### config.mk
export PLATFORM = sky130hd
export DESIGN_NAME = spi_mem_top
export DESIGN_NICKNAME = d
export VERILOG_FILES = /design/src/hdl/spi_mem_pkg.sv /design/src/hdl/spi_master_shift.sv /design/src/hdl/spi_mem_slave.sv /design/src/hdl/spi_mem_top.sv /design/src/hdl/spi_req_check.sv /design/src/hdl/spi_resp_out.sv
export SDC_FILE = /design/constraint.sdc
export NUM_CORES = 1
export LEC_CHECK = 0
export BUFFER_PORTS_ARGS = -buffer_cell sky130_fd_sc_hd__buf_2
export CAP_MARGIN = 20
export CORE_AREA = 8 8 218 220
export DETAILED_ROUTE_END_ITERATION = 12
export DIE_AREA = 0 0 226 228
export SYNTH_ARGS = -nofsm -noshare
export SYNTH_HDL_FRONTEND = slang
export SYNTH_SLANG_ARGS = --single-unit
### constraint.sdc
create_clock -name clk -period 9.6 [get_ports clk]
set_input_delay 1.92 -clock clk [delete_from_list [all_inputs] [get_ports clk]]
set_output_delay 1.92 -clock clk [all_outputs]
set_load 0.01 [all_outputs]
### src/hdl/spi_mem_pkg.sv
package spi_mem_pkg;

    //////////////////////////////
    // Sizes
    //////////////////////////////

    localparam int data_w     = 8;
    localparam int addr_w     = 8;

    // Legal addresses are below mem_depth
    localparam int mem_depth  = 32;
    localparam int mem_aw     = $clog2(mem_depth);

    // Op bit, address, data
    localparam int frame_w    = 1 + addr_w + data_w;

    // Op bit and address only
    localparam int rd_frame_w = 1 + addr_w;

    // Bit counter wide enough to hold frame_w
    localparam int cnt_w      = $clog2(frame_w + 1);

    //////////////////////////////
    // Types
    //////////////////////////////

    typedef struct packed {
        logic              wr;
        logic [addr_w-1:0] addr;
        logic [data_w-1:0] din;
    } spi_req_t;

    // Bit 0 goes out first, so wr leads, then addr and din LSB first
    typedef struct packed {
        logic [data_w-1:0] din;
        logic [addr_w-1:0] addr;
        logic              wr;
    } spi_frame_t;

    // Completion record with rd set for a read transfer
    typedef struct packed {
        logic              rd;
        logic              err;
        logic [data_w-1:0] rdata;
    } spi_resp_t;

endpackage

### src/hdl/spi_master_shift.sv
`timescale 1ns/10ps

module spi_master_shift
(
    input  logic                    clk,
    input  logic                    rst,
    input  logic                    frame_valid,
    input  spi_mem_pkg::spi_frame_t frame,
    input  logic                    bad_addr,
    input  logic                    miso,
    input  logic                    ready,
    input  logic                    op_done,
    output logic                    busy,
    output logic                    cs,
    output logic                    mosi,
    output logic                    xfer_end,
    output spi_mem_pkg::spi_resp_t  resp
);
    import spi_mem_pkg::*;

    typedef enum logic [2:0] {
        st_idle,
        st_send,
        st_wait_store,
        st_wait_ready,
        st_receive
    } state_t;

    state_t            state;
    spi_frame_t        frame_q;
    logic [cnt_w-1:0]  bit_cnt;
    logic [cnt_w-1:0]  send_len;
    logic [data_w-1:0] rx_sr;
    logic              busy_q;

    // Writes send the whole frame, reads stop after the address
    assign send_len = frame_q.wr ? cnt_w'(frame_w) : cnt_w'(rd_frame_w);

    // Covers the request cycle too, so a second start is refused at once
    assign busy = busy_q | frame_valid | bad_addr;

    always_ff @(posedge clk)
    begin
        if (rst)
        begin
            busy_q <= 1'b0;
        end
        else if (frame_valid || bad_addr)
        begin
            busy_q <= 1'b1;
        end
        else if (xfer_end)
        begin
            busy_q <= 1'b0;
        end
    end

    //////////////////////////////
    // Link FSM
    //////////////////////////////

    always_ff @(posedge clk)
    begin
        if (rst)
        begin
            state    <= st_idle;
            bit_cnt  <= '0;
            cs       <= 1'b1;
            mosi     <= 1'b0;
            xfer_end <= 1'b0;
        end
        else
        begin
            xfer_end <= 1'b0;
            case (state)
                st_idle:
                begin
                    if (frame_valid)
                    begin
                        // First bit goes straight from the incoming frame
                        cs      <= 1'b0;
                        mosi    <= frame.wr;
                        bit_cnt <= cnt_w'(1);
                        state   <= st_send;
                    end
                    else if (bad_addr)
                    begin
                        xfer_end <= 1'b1;
                    end
                end

                st_send:
                begin
                    if (bit_cnt < send_len)
                    begin
                        mosi    <= frame_q[bit_cnt];
                        bit_cnt <= bit_cnt + 1'b1;
                    end
                    else
                    begin
                        cs      <= 1'b1;
                        mosi    <= 1'b0;
                        bit_cnt <= '0;
                        state   <= frame_q.wr ? st_wait_store : st_wait_ready;
                    end
                end

                st_wait_store:
                begin
                    if (op_done)
                    begin
                        xfer_end <= 1'b1;
                        state    <= st_idle;
                    end
                end

                st_wait_ready:
                begin
                    if (ready)
                    begin
                        bit_cnt <= '0;
                        state   <= st_receive;
                    end
                end

                st_receive:
                begin
                    if (bit_cnt == cnt_w'(data_w - 1))
                    begin
                        bit_cnt  <= '0;
                        xfer_end <= 1'b1;
                        state    <= st_idle;
                    end
                    else
                    begin
                        bit_cnt <= bit_cnt + 1'b1;
                    end
                end

                default:
                begin
                    state <= st_idle;
                end
            endcase
        end
    end

    //////////////////////////////
    // Payload
    //////////////////////////////

    always_ff @(posedge clk)
    begin
        if (state == st_idle && frame_valid)
        begin
            frame_q <= frame;
        end

        // Read byte arrives LSB first
        if (state == st_receive)
        begin
            rx_sr <= {miso, rx_sr[data_w-1:1]};
        end

        if (state == st_idle && bad_addr)
        begin
            resp <= '{rd: 1'b0, err: 1'b1, rdata: rx_sr};
        end
        else if (state == st_wait_store && op_done)
        begin
            resp <= '{rd: 1'b0, err: 1'b0, rdata: rx_sr};
        end
        else if (state == st_receive && bit_cnt == cnt_w'(data_w - 1))
        begin
            resp <= '{rd: 1'b1, err: 1'b0, rdata: {miso, rx_sr[data_w-1:1]}};
        end
    end

endmodule

### src/hdl/spi_mem_slave.sv
`timescale 1ns/10ps

module spi_mem_slave
(
    input  logic clk,
    input  logic rst,
    input  logic cs,
    input  logic mosi,
    output logic miso,
    output logic ready,
    output logic op_done
);
    import spi_mem_pkg::*;

    typedef enum logic [1:0] {
        st_idle,
        st_collect,
        st_send
    } state_t;

    state_t            state;
    logic [data_w-1:0] mem [mem_depth];
    logic              cs_q;
    logic              cs_fall;
    logic              frame_last;
    logic [cnt_w-1:0]  bit_cnt;
    logic [cnt_w-1:0]  last_bit;
    spi_frame_t        frame_sr;
    spi_frame_t        frame_nxt;
    logic [data_w-1:0] tx_sr;

    assign cs_fall    = !cs && cs_q;
    assign last_bit   = frame_sr.wr ? cnt_w'(frame_w - 1) : cnt_w'(rd_frame_w - 1);
    assign frame_last = (state == st_collect) && !cs && (bit_cnt == last_bit);

    // Frame with the current mosi bit already in place
    always_comb
    begin
        frame_nxt = frame_sr;
        frame_nxt[bit_cnt] = mosi;
    end

    //////////////////////////////
    // Frame decode FSM
    //////////////////////////////

    always_ff @(posedge clk)
    begin
        if (rst)
        begin
            state   <= st_idle;
            cs_q    <= 1'b1;
            bit_cnt <= '0;
            miso    <= 1'b0;
            ready   <= 1'b0;
            op_done <= 1'b0;
        end
        else
        begin
            cs_q    <= cs;
            ready   <= 1'b0;
            op_done <= 1'b0;
            case (state)
                st_idle:
                begin
                    miso <= 1'b0;
                    // Op bit is on mosi in the first low cycle
                    if (cs_fall)
                    begin
                        bit_cnt <= cnt_w'(1);
                        state   <= st_collect;
                    end
                end

                st_collect:
                begin
                    if (cs)
                    begin
                        // Master gave up mid frame
                        bit_cnt <= '0;
                        state   <= st_idle;
                    end
                    else if (frame_last)
                    begin
                        bit_cnt <= '0;
                        if (frame_sr.wr)
                        begin
                            op_done <= 1'b1;
                            state   <= st_idle;
                        end
                        else
                        begin
                            ready <= 1'b1;
                            state <= st_send;
                        end
                    end
                    else
                    begin
                        bit_cnt <= bit_cnt + 1'b1;
                    end
                end

                st_send:
                begin
                    if (bit_cnt == cnt_w'(data_w))
                    begin
                        miso    <= 1'b0;
                        bit_cnt <= '0;
                        state   <= st_idle;
                    end
                    else
                    begin
                        miso    <= tx_sr[0];
                        bit_cnt <= bit_cnt + 1'b1;
                    end
                end

                default:
                begin
                    state <= st_idle;
                end
            endcase
        end
    end

    //////////////////////////////
    // Storage
    //////////////////////////////

    always_ff @(posedge clk)
    begin
        if (rst)
        begin
            for (int i = 0; i < mem_depth; i++)
            begin
                mem[i] <= '0;
            end
        end
        else if (frame_last && frame_sr.wr)
        begin
            mem[frame_nxt.addr[mem_aw-1:0]] <= frame_nxt.din;
        end
    end

    // Shift registers
    always_ff @(posedge clk)
    begin
        if (state == st_idle && cs_fall)
        begin
            frame_sr <= '{din: '0, addr: '0, wr: mosi};
        end
        else if (state == st_collect)
        begin
            frame_sr <= frame_nxt;
        end

        if (frame_last && !frame_sr.wr)
        begin
            tx_sr <= mem[frame_nxt.addr[mem_aw-1:0]];
        end
        else if (state == st_send)
        begin
            tx_sr <= tx_sr >> 1;
        end
    end

endmodule

### src/hdl/spi_mem_top.sv
`timescale 1ns/10ps

module spi_mem_top
(
    input  logic                           clk,
    input  logic                           rst,
    input  logic                           start,
    input  spi_mem_pkg::spi_req_t          req,
    output logic                           busy,
    output logic                           done,
    output logic                           err,
    output logic [spi_mem_pkg::data_w-1:0] rdata
);
    import spi_mem_pkg::*;

    // Host side
    logic       frame_valid;
    spi_frame_t frame;
    logic       bad_addr;
    logic       xfer_end;
    spi_resp_t  resp;

    // Serial link
    logic cs;
    logic mosi;
    logic miso;
    logic ready;
    logic op_done;

    spi_req_check req_check_i
    (
        .clk         (clk),
        .rst         (rst),
        .start       (start),
        .req         (req),
        .busy        (busy),
        .frame_valid (frame_valid),
        .frame       (frame),
        .bad_addr    (bad_addr)
    );

    spi_master_shift master_i
    (
        .clk         (clk),
        .rst         (rst),
        .frame_valid (frame_valid),
        .frame       (frame),
        .bad_addr    (bad_addr),
        .miso        (miso),
        .ready       (ready),
        .op_done     (op_done),
        .busy        (busy),
        .cs          (cs),
        .mosi        (mosi),
        .xfer_end    (xfer_end),
        .resp        (resp)
    );

    spi_resp_out resp_out_i
    (
        .clk      (clk),
        .rst      (rst),
        .xfer_end (xfer_end),
        .resp     (resp),
        .done     (done),
        .err      (err),
        .rdata    (rdata)
    );

    spi_mem_slave slave_i
    (
        .clk     (clk),
        .rst     (rst),
        .cs      (cs),
        .mosi    (mosi),
        .miso    (miso),
        .ready   (ready),
        .op_done (op_done)
    );

endmodule

### src/hdl/spi_req_check.sv
`timescale 1ns/10ps

module spi_req_check
(
    input  logic                    clk,
    input  logic                    rst,
    input  logic                    start,
    input  spi_mem_pkg::spi_req_t   req,
    input  logic                    busy,
    output logic                    frame_valid,
    output spi_mem_pkg::spi_frame_t frame,
    output logic                    bad_addr
);
    import spi_mem_pkg::*;

    logic accept;
    logic legal;

    // Starts that arrive while a transfer runs are dropped
    assign accept = start && !busy;
    assign legal  = req.addr < addr_w'(mem_depth);

    //////////////////////////////
    // Pulses
    //////////////////////////////

    always_ff @(posedge clk)
    begin
        if (rst)
        begin
            frame_valid <= 1'b0;
            bad_addr    <= 1'b0;
        end
        else
        begin
            // Exactly one of the two fires per accepted start
            frame_valid <= accept && legal;
            bad_addr    <= accept && !legal;
        end
    end

    //////////////////////////////
    // Frame payload
    //////////////////////////////

    always_ff @(posedge clk)
    begin
        if (accept)
        begin
            frame <= '{din: req.din, addr: req.addr, wr: req.wr};
        end
    end

endmodule

### src/hdl/spi_resp_out.sv
`timescale 1ns/10ps

module spi_resp_out
(
    input  logic                           clk,
    input  logic                           rst,
    input  logic                           xfer_end,
    input  spi_mem_pkg::spi_resp_t         resp,
    output logic                           done,
    output logic                           err,
    output logic [spi_mem_pkg::data_w-1:0] rdata
);
    import spi_mem_pkg::*;

    logic rd_ok;

    // Only a clean read replaces the held byte
    assign rd_ok = xfer_end && resp.rd && !resp.err;

    //////////////////////////////
    // Completion
    //////////////////////////////

    always_ff @(posedge clk)
    begin
        if (rst)
        begin
            done  <= 1'b0;
            err   <= 1'b0;
            rdata <= '0;
        end
        else
        begin
            done <= xfer_end;
            err  <= xfer_end && resp.err;
            if (rd_ok)
            begin
                rdata <= resp.rdata;
            end
        end
    end

endmodule

Word-level counts from Yosys, hierarchy flattened
Memory sizes are Yosys's and may differ from the RTL's.
Cells that the tools add are included.
- register bits after elaboration: 112
- bits in writable memories: 256
- bits of input ports: 20
- memories: 1
- memory list (name ; words ; width ; rd ports ; clocked after memory_dff ; wr ports ; line ; source):
    slave_i.mem ; 32 ; 8 ; 1 ; 0 ; 32 ; spi_mem_slave.sv:22 ; logic [data_w-1:0] mem [mem_depth];
- $add $sub $neg: 2
- order comparisons: 5
- equality and inequality tests: 17
- multiplexer cells: 62
- bitwise operators: 4
- reductions and logical operators: 43
- operators with widths (operator ; count):
    $mux W5 ; 11
    $mux W8 ; 4
    $mux W1 ; 24
    $pmux W5 S4 ; 1
    $mux W9 ; 2
    $bwmux W17 ; 1
    $logic_and A1 B1 Y1 ; 17
    $mux W3 ; 5
    $pmux W3 S5 ; 1
    $pmux W5 S3 ; 1
    $lt A5 B6 Y1 const B ; 2
    $reduce_bool A2 Y1 ; 6
    $add A5 B1 Y5 const B ; 2
    $mux W2 ; 5
    $ne A2 B1 Y1 const B ; 5
    $reduce_and A3 Y1 ; 3
    $lt A8 B6 Y1 const B ; 1
    $reduce_or A8 Y1 ; 1
    $eq A3 B2 Y1 const B ; 2
    $pmux W1 S2 ; 3
    $pmux W2 S3 ; 1
    $reduce_bool A3 Y1 ; 2
    $bmux W1 S5 ; 1
    $demux W1 S5 ; 1
    23 further kinds ; 31

Longest topological paths before layout
- depth after elaboration: 9
- mapped depth: 11
- gate-level depth less buffers: 9

By module
A second synthesis with hierarchy kept.
- cells, all modules: 1296
- area total of the unflattened synthesis: 16309.4 sq um
- modules (own cells, without submodules) (module ; instances ; cells an instance ; area each (sq um)):
    spi_mem_slave ; 1 ; 1071 ; 13180.1
    spi_master_shift ; 1 ; 162 ; 2119.5
    spi_req_check ; 1 ; 24 ; 590.6
    spi_resp_out ; 1 ; 39 ; 419.2

Least setup slack after synthesis
Ideal clock, no wire load.
- path type: input to register
- start point: input port rst
- end point: memory slave_i.mem[10][0] (enable)
- arrival: 2.973 ns
- required time: 9.266 ns
- path slack: 6.292 ns
- cell stages on the path: 5
- path buffers: 0
- cells stage by stage: and4bb_2 > nand2_1 > nor2_2 > nand2_1 > nand2b_1
- RTL lines (what ; line ; source):
    from (decl) ; spi_mem_top.sv:6 ; input logic rst,
    to (decl) ; spi_mem_slave.sv:22 ;

Worst setup path in the final report
- start point: register slave_i.bit_cnt[0]
- end point: register slave_i.tx_sr[7], data pin
- cells in the longest elaborated chain, start to end: 7
- ends and longest elaborated chain (what ; line ; source):
    from (decl) ; spi_mem_slave.sv:26 ; logic [cnt_w-1:0] bit_cnt;
    from (signal assigned) ; spi_mem_slave.sv:70 ; bit_cnt <= cnt_w'(1);
    from (signal assigned) ; spi_mem_slave.sv:99 ; bit_cnt <= bit_cnt + 1'b1;
    from (signal assigned) ; spi_mem_slave.sv:114 ; bit_cnt <= bit_cnt + 1'b1;
    $lt A5 B6 Y1 (not written as such) / $ge A5 B1 Y1 (equally long branches) ; spi_mem_slave.sv:40 ; frame_nxt[bit_cnt] = mosi;
    $logic_and A1 B1 Y1 (not written as such) ; spi_mem_slave.sv:40 ;
    $mux W1 (not written as such) ; spi_mem_slave.sv:40 ;
    $demux W1 S5 ; - ;
    $bwmux W17 ; spi_mem_slave.sv:40 ;
    $mem_v2 Z32 W8 ; - ;
    $mux W8 (*) ; spi_mem_slave.sv:157 ; if (frame_last && !frame_sr.wr)
    to (signal assigned) ; spi_mem_slave.sv:159 ; tx_sr <= mem[frame_nxt.addr[mem_aw-1:0]];
    to (signal assigned) ; spi_mem_slave.sv:163 ; tx_sr <= tx_sr >> 1;
    to (decl) ; spi_mem_slave.sv:30 ; logic [data_w-1:0] tx_sr;
Every way passes the cells marked *; elsewhere a longest branch is shown, timed or not.
A chain may end at the register's enable or synchronous reset.

==> metrics <==
Max-cap violations=0; CTS tree=yes; gr ovfl total=0; Nets=about 1300; Crit path largest cell delay=0.95 ns; Max FO, Critical Path=between 60 and 70; clock-pin slew on the worst setup and hold paths=about 0.060 ns; warnings from Yosys=0; Net Sw Frac=32.0%; reg2reg setup slack=between 5 and 6 ns; critical path's most frequent cell=buf_4; # resized after CTS=0; Post-CTS Setup Inserts=0; minimum clock period=between 4 and 5 ns; DR WL/cell=20.5 um; WP data required=around 9.9 ns; number of remaining DRC errors=0; Row Count=just under 80; hpwl dp=~24000 um; Core Util, Final=between 40 and 50%; gr usage total=between 10% and 20%; clock share of power=between 30 and 40%; width of the die=226 um; Mapped Avg Cell Area=12.5 um2; CP Cell Sequence=ha_1 > nor4b_4 > mux2i_4 > buf_4 > buf_4 > mux4_2 > a22o_1 > a221oi_1 > a31oi_1; CTS max path bufs=3; Setup TNS=0 ns; combinational group share of total power=between 20% and 30%; sequential area share after synthesis=between 60 and 70%; largest net degree at the start of global routing=between 60 and 70; Int Power=roughly 2.9 mW; register share of total power=roughly 43%; synth unique cells=55; vias after detailed routing=10077; fin. max-slew vios=0; CORE AREA=around 0.044 mm2; total CTS buffers=40; First DRT Iteration DRCs=802; period utilization=around 48%; Crit Path Category=reg2reg; Setup-failing EPs final=0; routability-driven placement congestion ratio=~0.79; HP Class=reg2reg; Port Buffers=30; mapped cell area=roughly 0.016 mm2; async set-reset flop share out of synthesis=0%; Post-synth EDFFs=approximately 320; Least-Margin Pin Slew=1.11 ns; Most used DFF post-synth=edfxtp_1; crit path DAT=4.88 ns; most common cell after layout, fill and taps aside=edfxtp_1; Hold-fix buffers, CTS=0; Clock Skews=0.0174 ns; starting density of the core=36.9%; vias in the first global route=9980; clk sinks=365; synthesis-to-finish area growth=12.7%; I/O pins=31; CP Launch Type=flip-flop; most frequent cells in the layout=315 x edfxtp_1, 314 x nor2_1, 151 x mux2i_1; layout cell share with drive strength beyond 1=about an eighth; maximum vdd drop=roughly 0.14 mV; switching pwr=~1.4 mW; Die H=roughly 230 um; RSZ-0062 raised after global routing=no; fillers=4076; H-tree depth=2; FF+latch count, synth=about 370; first-pass GRT wire length=around 59000 um; Vias/cell=about 5.2; Slew HR=25.5%; power per cell area=around 240 mW/mm2; Pleak=roughly 7.2 nW; DRT Pass-1 Iters=7; status=finished clean; initial antenna violation count=1; fmax=218 MHz; CP Capture Type=flip-flop; syn nets=1327; n_diodes=0; Routed Antenna Nets=0; CP max-delay cell=buf_4; Worst-Skew Late Latency=around 0.56 ns; Routed WL=39700 um; Post-Syn Instances=between 1000 and 1500; die area=roughly 0.05 mm2; Final Hold Fails=0; CTS root buffer=clkbuf_16
through the flow:
stage	std cells	power (mW)	instance area, um2	hold slack (ns)	setup slack, ns
floorplan	1297	2.51	16200	0.400	6.29
global route	1935	4.49	18200	0.404	4.64
finish	1935	4.33	18200	0.403	5.00
detailed placement	1862	2.88	17000	0.405	4.79
CTS	1935	4.36	18200	0.399	4.98
global placement	1862	2.88	17000	0.406	4.84
sequential cells by signal, summed over array words and instances (netlist names), 2 cells and up:
| register | count |
|---|---|
| slave_i.mem | 256 |
| master_i.resp | 10 |
| master_i.frame_q | 17 |
| slave_i.frame_sr | 14 |
| req_check_i.frame | 17 |
| resp_out_i.rdata | 8 |
| master_i.bit_cnt | 5 |
| master_i.rx_sr | 8 |
| master_i.state | 3 |
| slave_i.state | 2 |
| slave_i.tx_sr | 8 |
| slave_i.bit_cnt | 5 |
per-layer routing:
layer	share of wire, %	vias up	GRT usage [%]
met4	2.2	2	4.49
met1	43	4994	19.5
met3	6.5	65	3.40
met5	0.033	-	0
met2	49	315	25.1
li1	-	4701	-
Yosys cell counts (all sizes together), types with 16 or more instances:
cell type,instances,share of area [%]
nor2,318,7.4
edfxtp,315,59
mux2i,161,10
nand2,111,2.6
dfxtp,50,6.2
buf,45,1.5
nand2b,40,1.5
clkbuf,36,0.84
a32oi,30,1.6
a21oi,21,0.65
o21ai,20,0.62
inv,16,0.37
final timing paths:
check                       startpoint                  end  cells past startpoint
hold reg to reg   req_check_i.frame[1]  master_i.frame_q[1]                      0
setup / recovery    slave_i.bit_cnt[0]     slave_i.tx_sr[7]                      9
setup reg to reg    slave_i.bit_cnt[0]     slave_i.tx_sr[7]                      9
hold / removal    req_check_i.frame[1]  master_i.frame_q[1]                      0
power by group through the flow:
| stage | sequential [mW] | combinational [mW] | clock, mW |
|---|---|---|---|
| 3_5_place_dp | 1.91 | 0.976 | 0 |
| 2_1_floorplan | 1.86 | 0.651 | 0 |
| 4_1_cts | 1.87 | 0.982 | 1.50 |
| 3_3_place_gp | 1.90 | 0.973 | 0 |
| 5_1_grt | 1.88 | 1.04 | 1.56 |
| 6_report | 1.87 | 0.989 | 1.47 |
worst max-delay path, delay by kind of cell (launching register included):
kind	cells	cell delay, ns
fa+ha+maj	1	0.28
simple gates	1	0.29
mux	2	0.90
buf+inv	2	1.73
compound gates	3	0.57
flops	1	0.43
cell type report:
type | count | area, um2 | share of cell area (%)
repair buffers | 54 | 330 | 1.81
clock buffers | 49 | 1090 | 5.96
well taps | 592 | 741 | 4.07
multi-input cells | 835 | 5370 | 29.5
flip-flops and latches | 365 | 10500 | 57.4
inverters | 16 | 60.1 | 0.330
clock inverters | 24 | 164 | 0.900
kinds of logic (layout without fill, tap and decap cells):
logic type | Yosys count | count (layout) | synth area share [%]
mux | 184 | 184 | 12.7
compound gates | 105 | 105 | 4.51
flops | 365 | 365 | 64.7
fa+ha+maj | 10 | 10 | 0.774
simple gates | 536 | 536 | 14.6
buf+inv | 97 | 143 | 2.72
Note: power is estimated with default switching activity, not from simulation.
